==> config.mk <==
export PLATFORM = sky130hd
export DESIGN_NAME = pwm_shadow_top
export DESIGN_NICKNAME = d
export VERILOG_FILES = /design/src/rtl/pwm_pkg.sv /design/src/rtl/commit_ctrl.sv /design/src/rtl/period_timer.sv /design/src/rtl/pwm_compare.sv /design/src/rtl/pwm_shadow_top.sv /design/src/rtl/shadow_reg_double_buf.sv
export SDC_FILE = /design/constraint.sdc
export NUM_CORES = 1
export LEC_CHECK = 0
export BUFFER_PORTS_ARGS = -buffer_cell sky130_fd_sc_hd__buf_2
export CAP_MARGIN = 15
export CELL_PAD_IN_SITES_DETAIL_PLACEMENT = 1
export CELL_PAD_IN_SITES_GLOBAL_PLACEMENT = 1
export CORE_AREA = 4 4 89 175
export DETAILED_ROUTE_END_ITERATION = 10
export DIE_AREA = 0 0 93 179
export PLACE_DENSITY = 0.86
export SYNTH_ARGS = -nofsm -noshare
export SYNTH_HDL_FRONTEND = slang
export SYNTH_SLANG_ARGS = --single-unit
==> constraint.sdc <==
create_clock -name clk -period 12.26 [get_ports clk]
set_input_delay 1.226 -clock clk [delete_from_list [all_inputs] [get_ports clk]]
set_output_delay 1.226 -clock clk [all_outputs]
set_load 0.01 [all_outputs]
==> src/rtl/pwm_pkg.sv <==
// Shared value types, controller states and pipeline depth for the double-buffered PWM design
package pwm_pkg;

    // Period length in clock cycles, a value of 0 behaves as 1
    typedef logic [15:0] period_t;

    // High cycles per period, saturates to always high at or above the period
    typedef logic [15:0] duty_t;

    // Commit sequencing
    //   IDLE   no transfer requested
    //   ARMED  waiting for the next period boundary
    //   SETTLE timer held while the swap travels through the buffers
    typedef enum logic [1:0] {
        IDLE   = 2'd0,
        ARMED  = 2'd1,
        SETTLE = 2'd2
    } commit_state_t;

    // Cycles from a buffer strobe to its effect on the registers
    localparam int PIPE_DEPTH = 4;

endpackage

==> src/rtl/commit_ctrl.sv <==
// Commit FSM that times the shadow-to-active swap to a period boundary and holds the timer meanwhile
`timescale 1ns/1ps

module commit_ctrl (
    input  logic clk,
    input  logic rst_n,
    input  logic commit_req,
    input  logic period_end,
    input  logic swap_done,
    output logic swap_strobe,
    output logic hold,
    output logic commit_pending,
    output logic commit_done
);

    pwm_pkg::commit_state_t state;
    pwm_pkg::commit_state_t state_nxt;

    always_comb begin
        state_nxt = state;
        case (state)
            pwm_pkg::IDLE: begin
                if (commit_req) begin
                    state_nxt = pwm_pkg::ARMED;
                end
            end
            pwm_pkg::ARMED: begin
                // Requests arriving now are absorbed into this commit
                if (period_end) begin
                    state_nxt = pwm_pkg::SETTLE;
                end
            end
            pwm_pkg::SETTLE: begin
                if (swap_done) begin
                    state_nxt = pwm_pkg::IDLE;
                end
            end
            default: begin
                state_nxt = pwm_pkg::IDLE;
            end
        endcase
    end

    always_ff @(posedge clk or negedge rst_n) begin
        if (!rst_n) begin
            state <= pwm_pkg::IDLE;
        end else begin
            state <= state_nxt;
        end
    end

    // Swap fires in the boundary cycle itself so the count wraps into hold
    assign swap_strobe    = (state == pwm_pkg::ARMED) && period_end;
    assign hold           = (state == pwm_pkg::SETTLE);
    assign commit_pending = (state != pwm_pkg::IDLE);
    assign commit_done    = (state == pwm_pkg::SETTLE) && swap_done;

    // Hold window matches the buffer latency, then the timer is released
    a_settle_len : assert property (@(posedge clk) disable iff (!rst_n)
        swap_strobe |=> hold [*pwm_pkg::PIPE_DEPTH] ##1 !hold);

endmodule

==> src/rtl/period_timer.sv <==
// Period counter that wraps at the active period and flags each boundary, frozen at zero under hold
`timescale 1ns/1ps

module period_timer (
    input  logic            clk,
    input  logic            rst_n,
    input  pwm_pkg::period_t period,
    input  logic            hold,
    output pwm_pkg::period_t count,
    output logic            period_end
);

    pwm_pkg::period_t eff_period;
    pwm_pkg::period_t last_count;
    logic             at_last;

    // Zero period runs as a single-cycle period
    assign eff_period = (period == '0) ? pwm_pkg::period_t'(1) : period;
    assign last_count = eff_period - pwm_pkg::period_t'(1);

    // Greater-or-equal also recovers if the period ever shrinks under a running count
    assign at_last    = (count >= last_count);

    assign period_end = !hold && at_last;

    always_ff @(posedge clk or negedge rst_n) begin
        if (!rst_n) begin
            count <= '0;
        end else if (hold) begin
            count <= '0;
        end else if (at_last) begin
            count <= '0;
        end else begin
            count <= count + pwm_pkg::period_t'(1);
        end
    end

    // Active period only changes during hold, so a free-running count never overshoots
    a_count_range : assert property (@(posedge clk) disable iff (!rst_n)
        !hold |-> (count < eff_period));

endmodule

==> src/rtl/pwm_compare.sv <==
// Registered duty comparator that turns the period count into the PWM output
`timescale 1ns/1ps

module pwm_compare (
    input  logic             clk,
    input  logic             rst_n,
    input  pwm_pkg::period_t count,
    input  pwm_pkg::duty_t   duty,
    input  logic             hold,
    output logic             pwm_out
);

    logic high_nxt;

    // Duty at or above the period keeps every count below it, so the output stays high
    assign high_nxt = !hold && (count < duty);

    always_ff @(posedge clk or negedge rst_n) begin
        if (!rst_n) begin
            pwm_out <= 1'b0;
        end else begin
            pwm_out <= high_nxt;
        end
    end

endmodule

==> src/rtl/pwm_shadow_top.sv <==
// Top level of the double-buffered PWM generator, connecting buffers, timer, commit FSM and comparator
`timescale 1ns/1ps

module pwm_shadow_top #(
    parameter int unsigned      WIDTH        = 16,
    parameter pwm_pkg::period_t RESET_PERIOD = 16'd8
) (
    input  logic             clk,
    input  logic             rst_n,
    input  logic             cfg_write,
    input  pwm_pkg::period_t period_in,
    input  pwm_pkg::duty_t   duty_in,
    input  logic             commit_req,
    output logic             pwm_out,
    output pwm_pkg::period_t count,
    output pwm_pkg::period_t period_active,
    output pwm_pkg::duty_t   duty_active,
    output logic             commit_pending,
    output logic             commit_done
);

    logic period_end;
    logic swap_strobe;
    logic hold;
    logic swap_done;
    logic buf_valid;

    // Buffers carry the period and duty types directly
    if (WIDTH != $bits(pwm_pkg::period_t)) begin : g_width_check
        $error("WIDTH must match the period and duty width");
    end

    // Swap shares the strobe with writes and takes priority when both land together
    assign buf_valid = cfg_write | swap_strobe;

    shadow_reg_double_buf #(
        .WIDTH     (WIDTH),
        .RESET_VAL (RESET_PERIOD)
    ) u_period_buf (
        .clk         (clk),
        .rst_n       (rst_n),
        .valid_in    (buf_valid),
        .swap        (swap_strobe),
        .update_data (period_in),
        .active_data (period_active),
        .valid_out   (),
        .swap_done   (swap_done)
    );

    shadow_reg_double_buf #(
        .WIDTH     (WIDTH),
        .RESET_VAL ('0)
    ) u_duty_buf (
        .clk         (clk),
        .rst_n       (rst_n),
        .valid_in    (buf_valid),
        .swap        (swap_strobe),
        .update_data (duty_in),
        .active_data (duty_active),
        .valid_out   (),
        .swap_done   ()
    );

    period_timer u_timer (
        .clk        (clk),
        .rst_n      (rst_n),
        .period     (period_active),
        .hold       (hold),
        .count      (count),
        .period_end (period_end)
    );

    commit_ctrl u_commit (
        .clk            (clk),
        .rst_n          (rst_n),
        .commit_req     (commit_req),
        .period_end     (period_end),
        .swap_done      (swap_done),
        .swap_strobe    (swap_strobe),
        .hold           (hold),
        .commit_pending (commit_pending),
        .commit_done    (commit_done)
    );

    pwm_compare u_compare (
        .clk     (clk),
        .rst_n   (rst_n),
        .count   (count),
        .duty    (duty_active),
        .hold    (hold),
        .pwm_out (pwm_out)
    );

endmodule

==> src/rtl/shadow_reg_double_buf.sv <==
// Shadow/active register pair whose four-stage pipeline applies writes and swaps in strobe order
`timescale 1ns/1ps

module shadow_reg_double_buf #(
    parameter int unsigned      WIDTH     = 16,
    parameter logic [WIDTH-1:0] RESET_VAL = '0
) (
    input  logic             clk,
    input  logic             rst_n,
    input  logic             valid_in,
    input  logic             swap,
    input  logic [WIDTH-1:0] update_data,
    output logic [WIDTH-1:0] active_data,
    output logic             valid_out,
    output logic             swap_done
);

    // Item tags per stage
    logic             valid_s1;
    logic             valid_s2;
    logic             valid_s3;
    logic             swap_s1;
    logic             swap_s2;
    logic             swap_s3;

    // Item payload per stage
    logic [WIDTH-1:0] data_s1;
    logic [WIDTH-1:0] data_s2;
    logic [WIDTH-1:0] data_s3;

    // Stage 4 storage
    logic [WIDTH-1:0] shadow_q;
    logic [WIDTH-1:0] active_q;

    // Tags move every cycle; a swap only counts when it comes with a strobe
    always_ff @(posedge clk or negedge rst_n) begin
        if (!rst_n) begin
            valid_s1 <= 1'b0;
            valid_s2 <= 1'b0;
            valid_s3 <= 1'b0;
            swap_s1  <= 1'b0;
            swap_s2  <= 1'b0;
            swap_s3  <= 1'b0;
        end else begin
            valid_s1 <= valid_in;
            swap_s1  <= valid_in & swap;
            valid_s2 <= valid_s1;
            swap_s2  <= swap_s1;
            valid_s3 <= valid_s2;
            swap_s3  <= swap_s2;
        end
    end

    // Payload follows its tag, held when the stage is empty
    always_ff @(posedge clk) begin
        if (valid_in) begin
            data_s1 <= update_data;
        end
        if (valid_s1) begin
            data_s2 <= data_s1;
        end
        if (valid_s2) begin
            data_s3 <= data_s2;
        end
    end

    // Stage 4 applies the item
    // A swap copies the shadow as it stands now, so a write one slot ahead is already in
    always_ff @(posedge clk or negedge rst_n) begin
        if (!rst_n) begin
            shadow_q  <= RESET_VAL;
            active_q  <= RESET_VAL;
            valid_out <= 1'b0;
            swap_done <= 1'b0;
        end else begin
            valid_out <= valid_s3;
            swap_done <= valid_s3 & swap_s3;
            if (valid_s3) begin
                if (swap_s3) begin
                    active_q <= shadow_q;
                end else begin
                    shadow_q <= data_s3;
                end
            end
        end
    end

    assign active_data = active_q;

    // Swap strobe surfaces as swap_done a fixed pipeline depth later
    a_swap_latency : assert property (@(posedge clk) disable iff (!rst_n)
        (valid_in && swap) |-> ##(pwm_pkg::PIPE_DEPTH) (swap_done && valid_out));

endmodule

==> flow_summary.json <==
{
  "crit_chain": "nor4_1, and2b_1, nand3_1, nor3_1, nor2_1, ha_1, nand2_1, nor4b_4, xnor2_1, ha_1, nand4_1, nor3_1, nand4b_1, and3_1, o21bai_2, buf_4",
  "yosysTopAreaCellShare_pct": 39.56,
  "grt_pass1_vias": 4671,
  "dieWidth_um": 93,
  "yosysTopAreaCell": "edfxtp_1",
  "r2r_slack_ps": 7780,
  "yosysWarnings": 0,
  "min_period_ps": 4477,
  "antenna_found_initial": 0,
  "grt_pass1_wl_mm": 25.17,
  "grt_max_degree": 57,
  "cp.required_ps": 12330,
  "finalClockSkew_ps": 8.473,
  "p_leak_nw": 3.633,
  "postCtsSetupBuffers": 0,
  "tns_ps": 0,
  "synth_edf_count": 96,
  "htreeDepth": 4,
  "grt_setup_unrepaired": "no",
  "pre_cts_slack_ps": 7788,
  "dieArea_mm2": 0.01665,
  "cp_slowest_cell": "dfrtp_1",
  "area_growth_pct": 17.43,
  "io_pins": 87,
  "cts_made_buffers": 17,
  "reg2reg_to": "u_period_buf.data_s1[3]",
  "initial_core_util_pct": 51.05,
  "dpl.hpwl_mm": 11.34,
  "min_from": "u_duty_buf.swap_s1",
  "crit_buf_inv": 1,
  "crit_type": "reg -> reg",
  "num_antenna_cells": 0,
  "first_pass_iters": 4,
  "viasPerCell": 5.311,
  "tightestPinTransition_ps": 818.1,
  "synth-seq-cells": 186,
  "cts_tree": "yes",
  "powerDensity_mw_per_mm2": 164.5,
  "clock_latency_ps": 420,
  "synthFlopType": "edfxtp_1",
  "rows": 62,
  "crit_path_start": "u_period_buf.active_data[6]",
  "drive_gt1_share_pct": 31.01,
  "crit_cells": 16,
  "yosysSeqAreaShare_pct": 70.50,
  "cpPeakStageDelay_ps": 440,
  "ys_async_sr_fraction_pct": 48.39,
  "clockBufferDepth": 2,
  "drt-total-wl_mm": 15.60,
  "cpLargestDelayFamily": "simple AND/OR/NAND/NOR gates",
  "clkSinkCount": 186,
  "synth_area_per_cell_um2": 15.41,
  "synth_cell_types": 50,
  "drt_iter0_drc": 197,
  "worstRegToRegCells": 16,
  "max_freq_mhz": 223.4,
  "multi_input_area_mm2": 0.002032,
  "syn_nets": 542,
  "fin_ws_ps": 7783,
  "cp-endpoint": "u_period_buf.data_s1[3]",
  "cts-root-buf": "clkbuf_16",
  "maxSlewViolCount": 0,
  "seqCellArea_mm2": 0.005137,
  "cp-end-kind": "register",
  "r2r-start": "u_period_buf.active_data[6]",
  "path_clk_slew_ps": 70,
  "nFillCells": 1400,
  "fin_hold_ws_ps": 372.0,
  "globalplace.congestion": 0.8787,
  "holdBufCountCts": 0,
  "fin_util_pct": 59.95,
  "startpoint_type": "register",
  "core_area_mm2": 0.01427,
  "placed_area_mm2": 0.007951,
  "wl_per_cell_um": 20.02,
  "nNetsFinal": 643,
  "num_vias": 4137,
  "crit_fanout": 33,
  "final_hold_viol_count": 0,
  "fp.dieH_um": 179,
  "grt_util_all_layers_pct": 20.39,
  "postSynthCellCount": 473,
  "synth.most_common_cell": "edfxtp_1",
  "drv_cap": 0,
  "ctsResizeCount": 0,
  "stdcell_area_mm2": 0.008557,
  "vdd_drop_max_mv": 0.1337,
  "io_buffers": 86,
  "fin_crit_sh_pct": 36.52,
  "cp.arrival_ps": 4550,
  "netlist_area_mm2": 0.007287,
  "hp-class": "reg -> reg",
  "ys_top_cells_by_area": "edfxtp_1, dfrtp_1, mux2_2",
  "slew_headroom_pct": 45.21,
  "drtAntennaViolNets": 0,
  "status": "complete, no violations",
  "setup_violations": 0,
  "overflow": 0,
  "drc_errors": 0,
  "yosys-top-cells-count": "edfxtp_1, dfrtp_1, mux2_2"
}
worst min-delay path by stage:
stage                              end  slack [ps]  cells past startpoint
global route        u_duty_buf.swap_s2         380                      0
global placement    u_duty_buf.swap_s3         330                      0
detailed placement  u_duty_buf.swap_s2         350                      0
floorplan           u_duty_buf.swap_s2         330                      0
finish              u_duty_buf.swap_s2         370                      0
CTS                 u_duty_buf.swap_s2         380                      0
report_power, final:
part / internal, mW / total (mW) / switching (mW)
clock: 0.303 / 0.532 / 0.229
sequential: 0.705 / 0.750 / 0.0447
combinational: 0.0585 / 0.126 / 0.0672
total: 1.07 / 1.41 / 0.341
layout by cell type (no fill, tap or decap), types with 8 or more instances in the layout:
cell type	n
inv_1	21
o21ai_0	22
dfrtp_1	88
nand3_1	13
buf_2	85
xor2_1	16
clkbuf_16	17
nand2_1	28
xnor2_1	8
mux2_2	48
edfxtp_1	96
ha_1	33
nor2_1	22
sequential cells by signal, summed over array words and instances (netlist names), 2 cells and up:
signal                    flops
u_duty_buf.active_data       16
u_duty_buf.data_s1           16
u_duty_buf.data_s2           16
u_duty_buf.data_s3           16
u_duty_buf.shadow_q          16
u_period_buf.active_data     16
u_period_buf.data_s1         16
u_period_buf.data_s2         16
u_period_buf.data_s3         16
u_period_buf.shadow_q        16
u_timer.count                16
u_commit.state                2
area by class of cell:
type                            count  area share, %
Clock buffer                       19          5.059
Clock inverter                     13          1.696
Inverter                           21         0.9212
Multi-Input combinational cell    257          23.75
Sequential cell                   186          60.04
Tap cell                          192          2.807
Timing Repair Buffer               91          5.732
cells by family after synthesis:
logic type               Yosys count  synth area share (%)
flip-flops                       186                 70.50
AND/OR/NAND/NOR                  102                 7.504
AO/OA/AOI/OAI                     50                 4.327
multiplexers                      48                 7.418
adder cells (fa/ha/maj)           33                 5.666
buffers and inverters             30                 1.700
XOR/XNOR                          24                 2.885
routing by layer:
metal,GRT usage (%),up-vias,part of all wire [%]
met4,11.74,0,5.1
li1,-,1917,-
met2,38.04,92,57
met1,20.79,2100,35
met3,3.780,28,2.9
met5,0,-,0
through the flow:
step                power (mW)  std cells
finish                   1.408        779
global route             1.472        779
CTS                      1.423        778
detailed placement      0.8882        746
global placement        0.8755        746
floorplan               0.8210        473
Note: power is estimated with default switching activity, not from simulation.
